### src/core_pkg.sv
`default_nettype none

package core_pkg;

  localparam int XLEN   = 32;
  localparam int REG_AW = 5;
  localparam int TAG_W  = 16;  // stands in for the pc

  // decoded micro-op operations
  typedef enum logic [4:0] {
    OP_ADDU,
    OP_SUBU,
    OP_AND,
    OP_OR,
    OP_XOR,
    OP_NOR,
    OP_SLT,
    OP_SLTU,
    OP_SLL,
    OP_SRL,
    OP_SRA,
    OP_LUI,
    OP_MULT,
    OP_MULTU,
    OP_DIV,
    OP_DIVU,
    OP_MFHI,
    OP_MFLO
  } uop_e;

  typedef enum logic [3:0] {
    ALU_ADD,
    ALU_SUB,
    ALU_AND,
    ALU_OR,
    ALU_XOR,
    ALU_NOR,
    ALU_SLT,
    ALU_SLTU,
    ALU_SLL,
    ALU_SRL,
    ALU_SRA,
    ALU_LUI
  } alu_op_e;

  typedef struct packed {
    uop_e              op;
    logic [REG_AW-1:0] rs;
    logic [REG_AW-1:0] rt;
    logic [REG_AW-1:0] rd;
    logic              use_imm;
    logic [15:0]       imm;    // zero-extended for logic ops, else sign-extended
    logic [4:0]        shamt;
    logic [TAG_W-1:0]  tag;
  } uop_t;

  typedef struct packed {
    logic [TAG_W-1:0]  tag;
    logic              rf_wen;
    logic [REG_AW-1:0] rf_wnum;
    logic [XLEN-1:0]   rf_wdata;
  } wb_trace_t;

  typedef enum logic [0:0] {
    MDU_IDLE,
    MDU_DIV
  } mdu_state_e;

endpackage

`default_nettype wire

### src/regfile.sv
`timescale 1ns/1ps
`default_nettype none

module regfile (
  input  logic                        clk,
  input  logic                        rst_i,
  input  logic [core_pkg::REG_AW-1:0] raddr_a_i,
  input  logic [core_pkg::REG_AW-1:0] raddr_b_i,
  input  logic                        we_i,
  input  logic [core_pkg::REG_AW-1:0] waddr_i,
  input  logic [core_pkg::XLEN-1:0]   wdata_i,
  output logic [core_pkg::XLEN-1:0]   rdata_a_o,
  output logic [core_pkg::XLEN-1:0]   rdata_b_o
);
  import core_pkg::*;

  localparam int NREGS = 2 ** REG_AW;

  logic [XLEN-1:0] regs [0:NREGS-1];

  // r0 is cleared here and never written
  always_ff @(posedge clk) begin
    if (rst_i) begin
      for (int i = 0; i < NREGS; i++) begin
        regs[i] <= '0;
      end
    end else if (we_i && waddr_i != '0) begin
      regs[waddr_i] <= wdata_i;
    end
  end

  // async read, bypass lives in exec_pipe
  assign rdata_a_o = regs[raddr_a_i];
  assign rdata_b_o = regs[raddr_b_i];

endmodule

`default_nettype wire

### config.mk
export PLATFORM = sky130hd
export DESIGN_NAME = regfile
export DESIGN_NICKNAME = d
export VERILOG_FILES = /design/src/core_pkg.sv /design/src/regfile.sv
export SDC_FILE = /design/constraint.sdc
export NUM_CORES = 2
export LEC_CHECK = 0
export ABC_AREA = 1
export ABC_CLOCK_PERIOD_IN_PS = 2600
export BUFFER_PORTS_ARGS = -buffer_cell sky130_fd_sc_hd__buf_2
export CORE_UTILIZATION = 35
export CTS_CLUSTER_DIAMETER = 150
export DETAILED_ROUTE_END_ITERATION = 8
export SLEW_MARGIN = 10
export SYNTH_ARGS = -nofsm -noshare
export SYNTH_HDL_FRONTEND = slang
export SYNTH_SLANG_ARGS = --single-unit
### constraint.sdc
create_clock -name clk -period 2.6 [get_ports clk]
set_clock_uncertainty 0.15 [all_clocks]
set_input_delay 0.26 -clock clk [delete_from_list [all_inputs] [get_ports clk]]
set_output_delay 0.26 -clock clk [all_outputs]
set_load 0.02 [all_outputs]
==> reports/qor.yml <==
grt:
  grt_pass1_vias: 50400
  grtUsageTotal_pct: 27.8
  grt_overflow_total: 0
  grt_pass1_wl_um: 336000
  antenna_found_initial: 9
  grt_max_degree: 111
timing:
  report.final.slew_viol_count: 0
  max_slew.worst_pin.slew_ns: 0.925
  fmax_mhz: 388
  min_period_over_period_pct: 99.1
  slew_headroom_pct: 37.9
  holdWs_ns: 0.0951
  final_hold_viol_count: 0
  final.min_clock_period_ns: 2.58
  setup_violations: 0
pwr:
  p_switching_mw: 12.0
  powerDensity_nw_per_um2: 642
  clkPwrFrac_pct: 38.4
  p_sw_share_pct: 28.4
  vdd_drop_max_v: 0.000561
  p_seq_share_pct: 46.5
  p_int_mw: 30.2
  pwr-share-comb_pct: 15.1
  leakagePower_nw: 27.7
routing:
  drtIter0Drc: 8489
  ant_nets: 0
  routedWlPerCell_um: 24.5
  vias_per_cell: 5.69
  via_count: 53900
  drcViolationCount: 0
  wirelength_um: 233000
  dr.pass1.iters: 9
cts:
  root_buffer: "clkbuf_16"
  cts_setup_buffers: 0
  cts.clk_slew.worst_paths_ns: 0.07
  cts_tree: "yes"
  cts_inserted_buffers: 113
  clkSinkCount: 1024
  htreeDepth: 3
  cts_buffer_depth: 3
status:
  status: "finished, final reports clean"
worst_setup_path:
  required_ns: 2.19
  max_stage_delay_ns: 0.40
  cpMostUsedCell: "nand2_1"
  cpLargestDelayFamily: "simple AND/OR/NAND/NOR gates"
  worstPathArrival_ns: 2.17
  crit_slowest_cell: "edfxtp_1"
  worst-setup-path-type: "flip-flop to primary output"
  startpoint_type: "flip-flop"
  cp_max_fo: 2
  endpoint_kind: "primary output"
  critPathBufInv: 1
  cp-startpoint: "regs[3][22]"
  crit_path_cell_trace: "nand2_1 -> nand3_1 -> nand3_2 -> nand2_1 -> nand2_2 -> nand2_4 -> nand2_1 -> nand2_1 -> buf_4"
finish:
  fin_nets: 7265
  largest_register: "regs"
  final_util_pct: 40.9
  reg.largest.list: "regs x1024"
  largest_reg_flops: 1024
  areaGrowthSynthToFinish_pct: 15.9
  drive_gt1_share_pct: 10.4
floorplan:
  dieHeight_um: 404
  core_um2: 161000
  ios: 114
  rows: 147
  die_w_um: 404
  start_util_pct: 35.3
  dieArea_um2: 163000
min_path:
  hold_class: "primary input to flip-flop"
  hold_depth: 4
  min_from: "rst_i"
  holdPathEnd: "regs[8][20]"
placed_design:
  dp_hpwl_um: 141000
  place_congestion: 0.951
  io_buffers: 113
synth:
  synth_seq_cells: 1024
  syn_area_um2: 56600
  ys_seq_area_share_pct: 54.3
  ys_warn_count: 0
  netlist_instances: 7191
  yosysUniqueCellTypes: 16
  avgSynthCellArea_um2: 7.88
flow_run:
  maxCapViolations: 0
==> per-layer routing <==
metal,vias to the layer above,track usage (%),wire length (µm)
met5,-,0,38
met4,6,14.5,12500
met3,735,6.15,29700
met2,3933,43.3,104000
met1,25500,36.2,86700
li1,23700,-,-
==> cell usage after synthesis <==
cell,count,area (µm²)
nand2_1,2942,11000
inv_4,2,12.5
nor2_1,993,3730
nor3_1,7,35.0
nand4_1,4,25.0
buf_2,340,1700
buf_4,37,278
buf_6,30,338
clkbuf_1,192,721
buf_1,30,113
inv_1,49,184
conb_1,1,3.75
inv_2,2,7.51
edfxtp_1,1024,30700
nand3_1,1537,7690
clkinv_1,1,3.75
==> tightest hold or removal path: cells and delay by family <==
kind / cells / cell delay, ns
and+or+nand+nor: 1 / 0.11
buffers and inverters: 3 / 0.47
==> cell families (layout without fill, tap and decap cells) <==
group | count (synthesis) | in the layout | share of synthesized area, %
AND/OR/NAND/NOR | 5483 | 5483 | 39.8
flip-flops | 1024 | 1024 | 54.3
other | 1 | 36 | 0.00662
buffers and inverters | 683 | 770 | 5.93
==> final cells by class <==
cell class | count | area (µm²)
Fill cell | 15800 | 94900
Sequential cell | 1024 | 30700
Multi-Input combinational cell | 5515 | 23000
Timing Repair Buffer | 507 | 5310
Clock buffer | 139 | 2950
Tap cell | 2160 | 2700
Clock inverter | 70 | 682
Inverter | 54 | 263
Antenna cell | 4 | 10.0
==> power by group through the flow <==
stage	sequential, mW	clock, mW	combinational, mW
final	19.6	16.2	6.35
after CTS	19.6	16.3	6.15
after detailed placement	19.9	0	6.07
after global routing	19.7	16.9	6.75
after global placement	19.9	0	6.03
after floorplan	19.8	0	3.56
==> per-stage QoR <==
| stage | cell area, µm² | power [mW] | instances | TNS [ns] | setup slack, ns |
|---|---|---|---|---|---|
| 6_report | 65700 | 42.1 | 9473 | 0 | 0.0230 |
| 5_1_grt | 65700 | 43.3 | 9470 | -0.0111 | -0.00646 |
| 4_1_cts | 65500 | 42.0 | 9469 | 0 | 0.00385 |
| 3_5_place_dp | 61500 | 26.0 | 9226 | 0 | 0.151 |
| 3_3_place_gp | 61500 | 25.9 | 9226 | 0 | 0.134 |
| 2_1_floorplan | 56800 | 23.3 | 7222 | 0 | 0.348 |
==> layout by cell type, fill, tap and decap left out, types with 5 or more instances in the layout <==
| cell | count |
|---|---|
| buf_12 | 129 |
| conb_1 | 32 |
| clkinv_2 | 19 |
| nand3_2 | 5 |
| bufinv_16 | 12 |
| dlygate4sd3_1 | 34 |
| edfxtp_1 | 1024 |
| nand3_1 | 1532 |
| nand2_2 | 114 |
| inv_1 | 43 |
| nand2_4 | 7 |
| clkinv_1 | 32 |
| nor2_1 | 993 |
| clkbuf_16 | 114 |
| nor3_1 | 7 |
| clkbuf_1 | 25 |
| buf_4 | 240 |
| nand2_1 | 2821 |
| buf_2 | 96 |
==> how the worst max path moves through the flow <==
| stage | endpoint | cells after the start |
|---|---|---|
| 6_report | rdata_a_o[22] | 9 |
| 4_1_cts | rdata_b_o[21] | 9 |
| 3_3_place_gp | rdata_a_o[19] | 12 |
| 3_5_place_dp | rdata_a_o[19] | 12 |
| 5_1_grt | rdata_a_o[19] | 9 |
| 2_1_floorplan | regs[31][0] | 5 |
==> what timing repair did <==
action / CTS / global route
hold endpoints to repair: 823 / 0
endpoints found under the setup margin: 15 / 33
hold buffers: 34 / 0
resized for setup: 22 / 60
pin swaps: 0 / 12
Power figures use the tool's default switching activity.
