===== src/core_pkg.sv =====
`default_nettype none

package core_pkg;

  localparam int XLEN   = 32;
  localparam int REG_AW = 5;
  localparam int TAG_W  = 16;  // stands in for the pc

  // decoded micro-op operations
  typedef enum logic [4:0] {
    OP_ADDU,
    OP_SUBU,
    OP_AND,
    OP_OR,
    OP_XOR,
    OP_NOR,
    OP_SLT,
    OP_SLTU,
    OP_SLL,
    OP_SRL,
    OP_SRA,
    OP_LUI,
    OP_MULT,
    OP_MULTU,
    OP_DIV,
    OP_DIVU,
    OP_MFHI,
    OP_MFLO
  } uop_e;

  typedef enum logic [3:0] {
    ALU_ADD,
    ALU_SUB,
    ALU_AND,
    ALU_OR,
    ALU_XOR,
    ALU_NOR,
    ALU_SLT,
    ALU_SLTU,
    ALU_SLL,
    ALU_SRL,
    ALU_SRA,
    ALU_LUI
  } alu_op_e;

  typedef struct packed {
    uop_e              op;
    logic [REG_AW-1:0] rs;
    logic [REG_AW-1:0] rt;
    logic [REG_AW-1:0] rd;
    logic              use_imm;
    logic [15:0]       imm;    // zero-extended for logic ops, else sign-extended
    logic [4:0]        shamt;
    logic [TAG_W-1:0]  tag;
  } uop_t;

  typedef struct packed {
    logic [TAG_W-1:0]  tag;
    logic              rf_wen;
    logic [REG_AW-1:0] rf_wnum;
    logic [XLEN-1:0]   rf_wdata;
  } wb_trace_t;

  typedef enum logic [0:0] {
    MDU_IDLE,
    MDU_DIV
  } mdu_state_e;

endpackage

`default_nettype wire


===== src/alu.sv =====
`timescale 1ns/1ps
`default_nettype none

module alu (
  input  core_pkg::alu_op_e         op_i,
  input  logic [core_pkg::XLEN-1:0] a_i,
  input  logic [core_pkg::XLEN-1:0] b_i,
  input  logic [4:0]                shamt_i,
  output logic [core_pkg::XLEN-1:0] res_o
);
  import core_pkg::*;

  logic [XLEN-1:0] sum;
  logic [XLEN-1:0] diff;
  logic            lt_s;
  logic            lt_u;

  assign sum  = a_i + b_i;
  assign diff = a_i - b_i;
  assign lt_s = $signed(a_i) < $signed(b_i);
  assign lt_u = a_i < b_i;

  always_comb begin
    case (op_i)
      ALU_ADD:  res_o = sum;
      ALU_SUB:  res_o = diff;
      ALU_AND:  res_o = a_i & b_i;
      ALU_OR:   res_o = a_i | b_i;
      ALU_XOR:  res_o = a_i ^ b_i;
      ALU_NOR:  res_o = ~(a_i | b_i);
      ALU_SLT:  res_o = {{(XLEN-1){1'b0}}, lt_s};
      ALU_SLTU: res_o = {{(XLEN-1){1'b0}}, lt_u};
      // shifts act on b, like rt in the isa
      ALU_SLL:  res_o = b_i << shamt_i;
      ALU_SRL:  res_o = b_i >> shamt_i;
      ALU_SRA:  res_o = $signed(b_i) >>> shamt_i;
      ALU_LUI:  res_o = b_i << 16;
      default:  res_o = sum;
    endcase
  end

endmodule

`default_nettype wire


===== src/mdu.sv =====
`timescale 1ns/1ps
`default_nettype none

module mdu #(
  parameter int DIV_BITS_PER_CYCLE = 1
) (
  input  logic                      clk,
  input  logic                      rst_i,
  input  logic                      start_i,
  input  core_pkg::uop_e            op_i,
  input  logic [core_pkg::XLEN-1:0] opa_i,
  input  logic [core_pkg::XLEN-1:0] opb_i,
  output logic                      busy_o,
  output logic [core_pkg::XLEN-1:0] hi_o,
  output logic [core_pkg::XLEN-1:0] lo_o
);
  import core_pkg::*;

  localparam int STEPS = XLEN / DIV_BITS_PER_CYCLE;
  localparam int CNT_W = $clog2(STEPS + 1);

  mdu_state_e        state;
  logic [CNT_W-1:0]  cnt;
  logic              last;
  logic              is_div;
  logic              is_signed;
  logic [2*XLEN-1:0] ext_a;
  logic [2*XLEN-1:0] ext_b;
  logic [2*XLEN-1:0] prod;
  logic [XLEN-1:0]   mag_a;
  logic [XLEN-1:0]   mag_b;
  logic [XLEN-1:0]   quo;
  logic [XLEN-1:0]   rem;
  logic [XLEN-1:0]   dvs;
  logic [XLEN-1:0]   quo_nx;
  logic [XLEN-1:0]   rem_nx;
  logic [XLEN:0]     shifted;
  logic [XLEN+1:0]   trial;
  logic              neg_q;
  logic              neg_r;

  assign is_div    = op_i inside {OP_DIV, OP_DIVU};
  assign is_signed = op_i inside {OP_MULT, OP_DIV};
  assign last      = cnt == CNT_W'(STEPS);  // sign fix cycle

  assign ext_a = is_signed ? {{XLEN{opa_i[XLEN-1]}}, opa_i} : {{XLEN{1'b0}}, opa_i};
  assign ext_b = is_signed ? {{XLEN{opb_i[XLEN-1]}}, opb_i} : {{XLEN{1'b0}}, opb_i};
  assign prod  = ext_a * ext_b;  // low 2*XLEN bits are right for both signs
  assign mag_a = (is_signed && opa_i[XLEN-1]) ? -opa_i : opa_i;
  assign mag_b = (is_signed && opb_i[XLEN-1]) ? -opb_i : opb_i;

  // restoring steps, DIV_BITS_PER_CYCLE per clock
  always_comb begin
    rem_nx  = rem;
    quo_nx  = quo;
    shifted = '0;
    trial   = '0;
    for (int i = 0; i < DIV_BITS_PER_CYCLE; i++) begin
      shifted = {rem_nx, quo_nx[XLEN-1]};
      trial   = {1'b0, shifted} - {2'b00, dvs};
      if (trial[XLEN+1]) begin
        rem_nx = shifted[XLEN-1:0];
        quo_nx = {quo_nx[XLEN-2:0], 1'b0};
      end else begin
        rem_nx = trial[XLEN-1:0];
        quo_nx = {quo_nx[XLEN-2:0], 1'b1};
      end
    end
  end

  // low in the fix cycle so the div can leave EX as HI/LO land
  assign busy_o = (state == MDU_IDLE) ? (start_i && is_div) : !last;

  always_ff @(posedge clk) begin
    if (rst_i) begin
      state <= MDU_IDLE;
      cnt   <= '0;
      hi_o  <= '0;
      lo_o  <= '0;
    end else begin
      case (state)
        MDU_IDLE: begin
          if (start_i && is_div) begin
            state <= MDU_DIV;
            cnt   <= '0;
          end else if (start_i) begin
            hi_o <= prod[2*XLEN-1:XLEN];
            lo_o <= prod[XLEN-1:0];
          end
        end
        MDU_DIV: begin
          if (last) begin
            state <= MDU_IDLE;
            hi_o  <= neg_r ? -rem : rem;  // remainder follows the dividend
            lo_o  <= neg_q ? -quo : quo;
          end else begin
            cnt <= cnt + 1'b1;
          end
        end
      endcase
    end
  end

  always_ff @(posedge clk) begin
    if (state == MDU_IDLE && start_i) begin
      quo   <= mag_a;
      rem   <= '0;
      dvs   <= mag_b;
      neg_q <= is_signed && (opa_i[XLEN-1] ^ opb_i[XLEN-1]);
      neg_r <= is_signed && opa_i[XLEN-1];
    end else if (state == MDU_DIV && !last) begin
      quo <= quo_nx;
      rem <= rem_nx;
    end
  end

endmodule

`default_nettype wire


===== src/exec_pipe.sv =====
`timescale 1ns/1ps
`default_nettype none

module exec_pipe #(
  parameter int DIV_BITS_PER_CYCLE = 1
) (
  input  logic                        clk,
  input  logic                        rst_i,
  input  logic                        issue_valid_i,
  input  core_pkg::uop_t              issue_uop_i,
  input  logic [core_pkg::XLEN-1:0]   rf_rdata_a_i,
  input  logic [core_pkg::XLEN-1:0]   rf_rdata_b_i,
  output logic                        issue_stall_o,
  output logic [core_pkg::REG_AW-1:0] rf_raddr_a_o,
  output logic [core_pkg::REG_AW-1:0] rf_raddr_b_o,
  output logic                        rf_we_o,
  output logic [core_pkg::REG_AW-1:0] rf_waddr_o,
  output logic [core_pkg::XLEN-1:0]   rf_wdata_o,
  output logic                        trace_valid_o,
  output core_pkg::wb_trace_t         trace_o
);
  import core_pkg::*;

  logic            ex_valid;
  uop_t            ex_uop;
  logic [XLEN-1:0] ex_a;
  logic [XLEN-1:0] ex_b;
  logic            ex_wen;
  logic [XLEN-1:0] ex_res;
  logic [XLEN-1:0] alu_res;
  alu_op_e         alu_op;
  logic [XLEN-1:0] imm_ext;
  logic [XLEN-1:0] src_a;
  logic [XLEN-1:0] src_b;
  logic            mdu_busy;
  logic [XLEN-1:0] hi;
  logic [XLEN-1:0] lo;
  logic            wb_valid;
  wb_trace_t       wb_q;

  function automatic logic is_mdu(uop_e op);
    return op inside {OP_MULT, OP_MULTU, OP_DIV, OP_DIVU};
  endfunction

  function automatic logic is_alu(uop_e op);
    return !(is_mdu(op) || op inside {OP_MFHI, OP_MFLO});
  endfunction

  // EX result first, then WB, then the regfile
  function automatic logic [XLEN-1:0] bypass(logic [REG_AW-1:0] addr, logic [XLEN-1:0] rf_val);
    if (ex_wen && ex_uop.rd == addr) begin
      return ex_res;
    end else if (wb_valid && wb_q.rf_wen && wb_q.rf_wnum == addr) begin
      return wb_q.rf_wdata;
    end
    return rf_val;
  endfunction

  assign rf_raddr_a_o = issue_uop_i.rs;
  assign rf_raddr_b_o = issue_uop_i.rt;

  always_comb begin
    if (issue_uop_i.op inside {OP_AND, OP_OR, OP_XOR, OP_NOR}) begin
      imm_ext = {{(XLEN-16){1'b0}}, issue_uop_i.imm};
    end else begin
      imm_ext = {{(XLEN-16){issue_uop_i.imm[15]}}, issue_uop_i.imm};
    end
  end

  always_comb begin
    src_a = bypass(issue_uop_i.rs, rf_rdata_a_i);
    src_b = bypass(issue_uop_i.rt, rf_rdata_b_i);
    if (issue_uop_i.use_imm && is_alu(issue_uop_i.op)) begin
      src_b = imm_ext;
    end
  end

  assign issue_stall_o = mdu_busy;  // only the divider holds issue

  always_ff @(posedge clk) begin
    if (rst_i) begin
      ex_valid <= 1'b0;
    end else if (!mdu_busy) begin
      ex_valid <= issue_valid_i;
    end
  end

  always_ff @(posedge clk) begin
    if (!mdu_busy) begin
      ex_uop <= issue_uop_i;
      ex_a   <= src_a;
      ex_b   <= src_b;
    end
  end

  always_comb begin
    case (ex_uop.op)
      OP_SUBU: alu_op = ALU_SUB;
      OP_AND:  alu_op = ALU_AND;
      OP_OR:   alu_op = ALU_OR;
      OP_XOR:  alu_op = ALU_XOR;
      OP_NOR:  alu_op = ALU_NOR;
      OP_SLT:  alu_op = ALU_SLT;
      OP_SLTU: alu_op = ALU_SLTU;
      OP_SLL:  alu_op = ALU_SLL;
      OP_SRL:  alu_op = ALU_SRL;
      OP_SRA:  alu_op = ALU_SRA;
      OP_LUI:  alu_op = ALU_LUI;
      default: alu_op = ALU_ADD;
    endcase
  end

  alu i_alu (
    .op_i    (alu_op),
    .a_i     (ex_a),
    .b_i     (ex_b),
    .shamt_i (ex_uop.shamt),
    .res_o   (alu_res)
  );

  mdu #(
    .DIV_BITS_PER_CYCLE (DIV_BITS_PER_CYCLE)
  ) i_mdu (
    .clk     (clk),
    .rst_i   (rst_i),
    .start_i (ex_valid && is_mdu(ex_uop.op)),
    .op_i    (ex_uop.op),
    .opa_i   (ex_a),
    .opb_i   (ex_b),
    .busy_o  (mdu_busy),
    .hi_o    (hi),
    .lo_o    (lo)
  );

  always_comb begin
    case (ex_uop.op)
      OP_MFHI:                              ex_res = hi;
      OP_MFLO:                              ex_res = lo;
      OP_MULT, OP_MULTU, OP_DIV, OP_DIVU:  ex_res = '0;  // no gpr result
      default:                              ex_res = alu_res;
    endcase
  end

  assign ex_wen = ex_valid && !is_mdu(ex_uop.op) && ex_uop.rd != '0;

  always_ff @(posedge clk) begin
    if (rst_i) begin
      wb_valid <= 1'b0;
    end else begin
      wb_valid <= ex_valid && !mdu_busy;  // bubble while a div sits in EX
    end
  end

  always_ff @(posedge clk) begin
    wb_q.tag      <= ex_uop.tag;
    wb_q.rf_wen   <= ex_wen;
    wb_q.rf_wnum  <= ex_uop.rd;
    wb_q.rf_wdata <= ex_res;
  end

  assign rf_we_o       = wb_valid && wb_q.rf_wen;
  assign rf_waddr_o    = wb_q.rf_wnum;
  assign rf_wdata_o    = wb_q.rf_wdata;
  assign trace_valid_o = wb_valid;
  assign trace_o       = wb_q;

endmodule

`default_nettype wire


===== config.mk =====
export PLATFORM = sky130hd
export DESIGN_NAME = exec_pipe
export DESIGN_NICKNAME = d
export VERILOG_FILES = /design/src/core_pkg.sv /design/src/alu.sv /design/src/mdu.sv /design/src/exec_pipe.sv
export SDC_FILE = /design/constraint.sdc
export NUM_CORES = 2
export LEC_CHECK = 0
export BUFFER_PORTS_ARGS = -buffer_cell sky130_fd_sc_hd__buf_2
export CAP_MARGIN = 20
export CORE_AREA = 2 2 339 341
export CTS_CLUSTER_DIAMETER = 100
export CTS_CLUSTER_SIZE = 40
export DETAILED_ROUTE_END_ITERATION = 8
export DIE_AREA = 0 0 341 343
export PLACE_DENSITY = 0.82
export RECOVER_POWER = 25
export SLEW_MARGIN = 40
export SYNTH_ARGS = -nofsm -noshare
export SYNTH_HDL_FRONTEND = slang
export SYNTH_SLANG_ARGS = --single-unit

===== constraint.sdc =====
create_clock -name clk -period 17.9 [get_ports clk]
set_input_delay 0.895 -clock clk [delete_from_list [all_inputs] [get_ports clk]]
set_output_delay 0.895 -clock clk [all_outputs]
set_load 0.03 [all_outputs]

==> qor.csv <==
stage,metric,value,unit
synthesis,yosysWarnings,0,
synthesis,synth-simple-area-share,11.9,%
global_route,grt_start_max_net_pins,76,
setup_path,crit_start,ex_uop[57],
job,drv_cap,1,
drt,first_pass_iters,9,
synthesis,avgSynthCellArea,8.80,um^2
synthesis,synthDistinctLibCells,83,
setup_path,r2r_slack,6.28,ns
timing,finalCriticalPeriod,11.62,ns
global_route,grt_pass1_wl,449,mm
synthesis,synth_seq_cells,324,
timing,worstMarginPinSlew,2.23,ns
place,hpwlAfterDp,243,mm
setup_path,path_depth,33,
global_route,antenna_found_initial,41,
setup_path,end_kind,flip-flop,
synthesis,synth.top_cell.area_share,39.0,%
cts,tritoncts,yes,
place,io_buffers,228,
setup_path,critical_path_class,reg2reg,
drt,num_vias,65000,
setup_path,critPathMaxFanout,40,
drt,top_layer_used,met5,
synthesis,yosysMostFrequentCell,inv_1,
synthesis,synthAdderAreaFrac,46.5,%
cts,clk_latency,0.58,ns
synthesis,ys_seq_area_share,11.1,%
timing,rsz0062_at_grt,no,
setup_path,startpoint_type,flip-flop,
cts,cts_resized,0,
hold_path,hold_path.class,reg2reg,
floorplan,start_util,64.4,%
setup_path,r2r.worst_path.cells,33,
cts,numCtsBuffers,12,
floorplan,die_width,341,um
drt,drc,40,
setup_path,max_stage_delay,0.83,ns
global_route,track_usage,54.0,%
timing,slew_violations,21,
synthesis,synth_fp_nets,10300,
cells_and_area,final_layout_size_suffix_gt1_share,6.26,%
synthesis,synth_top_family_by_area,adder cells,
synthesis,yosysTopAreaCell,fa_1,
synthesis,synthArstFlopShare,0,%
cells_and_area,area_delta_synth_final,3.96,%
cts,htreeDepth,1,
drt,routed_wl,314,mm
run_status,status,finished with violations,
timing,slew_headroom,-48.8,%
floorplan,rows,124,
cts,cts_buffer_depth,3,
timing,timing.final.crit_share,64.9,%
synthesis,synth.area.top_cells,"fa_1, inv_1, ha_1",
place,gp_congestion,1.11,
timing,setup_viol,0,
global_route,overflow,0,
drt,drtIter0Drc,8980,
drt,final_antenna_net_count,0,
floorplan,pin_count,229,
synthesis,synth_xor_area_share,3.86,%
global_route,grt_pass1_vias,66300,
cts,cts_setup_buffers,0,
drt,wl_met3,52.6,mm
cts,root_buffer,clkbuf_16,
setup_path,crit_path_top_delay_cell,fa_1,
setup_path,r2r_end,i_mdu.hi_o[31],
drt,vias_per_cell,6.66,
synthesis,postSynthCellCount,8307,
floorplan,dieArea,117000,um^2
synthesis,syn_area,73100,um^2
timing,tns,0,ns
setup_path,reg2reg_from,ex_uop[57],
synthesis,ys_top_cells_by_count,"inv_1, fa_1, nand2_1",
setup_path,cp.required,18.37,ns
setup_path,path_buf_inv,8,
timing,max_freq,86.1,MHz
setup_path,cp-endpoint,i_mdu.hi_o[31],
setup_path,cp_common_cell,fa_1,
synthesis,synth-main-ff-cell,dfxtp_1,
floorplan,core_area,113000,um^2
run_status,violations,"DRC, capacitance limit, slew limit",
floorplan,fp.dieH,343,um
drt,wl_met2,127,mm
timing,finalHoldViolCount,0,
setup_path,crit_arrival,12.08,ns
synthesis,synth.mux.area_fraction,4.08,%
synthesis,synth_compound_area_share,10.7,%
drt,wl_per_cell,32.2,um
cells_and_area,nets,10200,
cts,clkTransAtPathRegs,0.15,ns
timing,skew,0.0480,ns
setup_path,crit_family,adder cells,
drt,wl_met1,102,mm
synthesis,synth_edf_count,161,
cts,hold_buffers,0,
hold_path,min_delay_path_depth,0,
cts,cts_sinks,324,
## worst min-delay path by stage
stage                     from     endpoint  slack [ns]
floorplan            ex_uop[0]  trace_o[38]        0.32
global placement    ex_uop[13]  trace_o[51]        0.32
detailed placement   ex_uop[0]  trace_o[38]        0.33
CTS                 ex_uop[12]  trace_o[50]        0.36
global route         ex_uop[3]  trace_o[41]        0.37
finish              ex_uop[12]  trace_o[50]        0.36
## layout by cell type, fill, tap and decap left out, types with 18 or more instances in the layout
| cell | Yosys | layout |
|---|---|---|
| nor2b_1 | 25 | 25 |
| a21oi_1 | 336 | 332 |
| xor2_1 | 98 | 97 |
| xnor2_1 | 224 | 222 |
| diode_2 | 0 | 18 |
| ha_1 | 442 | 442 |
| o221ai_1 | 23 | 23 |
| or3_1 | 19 | 19 |
| buf_4 | 47 | 177 |
| and3_1 | 22 | 22 |
| o21bai_1 | 42 | 42 |
| nand4_1 | 29 | 29 |
| mux4_2 | 54 | 54 |
| a21o_1 | 91 | 91 |
| nor3_1 | 67 | 63 |
| a211oi_1 | 45 | 44 |
| o21ai_0 | 287 | 284 |
| clkbuf_1 | 353 | 102 |
| mux2i_1 | 126 | 123 |
| dfxtp_1 | 163 | 162 |
| a221oi_1 | 25 | 25 |
| o211ai_1 | 56 | 56 |
| edfxtp_1 | 161 | 161 |
| o22ai_1 | 19 | 19 |
| buf_2 | 14 | 132 |
| a31oi_1 | 33 | 32 |
| nor2_1 | 657 | 652 |
| mux2_2 | 45 | 45 |
| fa_1 | 1422 | 1422 |
| o311ai_0 | 25 | 24 |
| nand2b_1 | 27 | 26 |
| nand3_1 | 78 | 76 |
| nor4_1 | 30 | 29 |
| o31ai_1 | 45 | 44 |
| nand2_1 | 1074 | 1074 |
| inv_1 | 1719 | 1711 |
| clkinv_1 | 21 | 18 |
## worst register-to-register path, delay by kind of cell, from the launching register on
kind	cells	cell delay, ns
XOR/XNOR	1	0.10
flip-flops	1	0.57
adder cells (fa/ha/maj)	11	5.91
AO/OA/AOI/OAI	7	1.91
buffers and inverters	8	1.40
AND/OR/NAND/NOR	6	1.62
## per-layer routing
layer / vias to the layer above / track usage, %
met3: 1756 / 24.2
li1: 25700 / -
met5: - / 0
met1: 31600 / 63.7
met2: 5873 / 77.2
met4: 34 / 41.7
## state kept, by name, indices dropped and copies added, names as in the netlist, 5 cells and up, named ones only
| name | count |
|---|---|
| ex_a | 32 |
| ex_b | 32 |
| i_mdu.dvs | 32 |
| i_mdu.hi_o | 32 |
| i_mdu.lo_o | 32 |
| i_mdu.quo | 32 |
| i_mdu.rem | 32 |
| rf_wdata_o | 32 |
| ex_uop | 31 |
| trace_o | 17 |
| i_mdu.cnt | 6 |
| rf_waddr_o | 5 |
## kinds of logic after synthesis
family,Yosys count
XOR/XNOR,322
adder cells (fa/ha/maj),1864
AND/OR/NAND/NOR,2099
multiplexers,225
AO/OA/AOI/OAI,1210
flip-flops,324
buffers and inverters,2263
## per-stage QoR
stage	instance area (um^2)	util, %	setup WS, ns	hold WS (ns)	instances
floorplan	73100	-	7.67	0.323	8307
global placement	75500	66.5	6.56	0.324	9714
detailed placement	75600	66.6	6.49	0.327	9718
CTS	76000	67.0	6.45	0.357	9738
global route	75900	67.0	5.73	0.372	9741
finish	76000	67.0	6.28	0.356	9758
## layout make-up
| type | instances | area (um^2) |
|---|---|---|
| clock inverter | 2 | 36.3 |
| multi-input combinational | 5720 | 56500 |
| timing repair buffer | 415 | 2480 |
| antenna | 18 | 45.0 |
| inverter | 1749 | 6570 |
| fill | 9023 | 37400 |
| tap | 1512 | 1890 |
| clock buffer | 18 | 344 |
| sequential | 324 | 8100 |
Power is not shown: default switching activity piles up to over one toggle a cycle in this logic, so the estimate is an artifact.
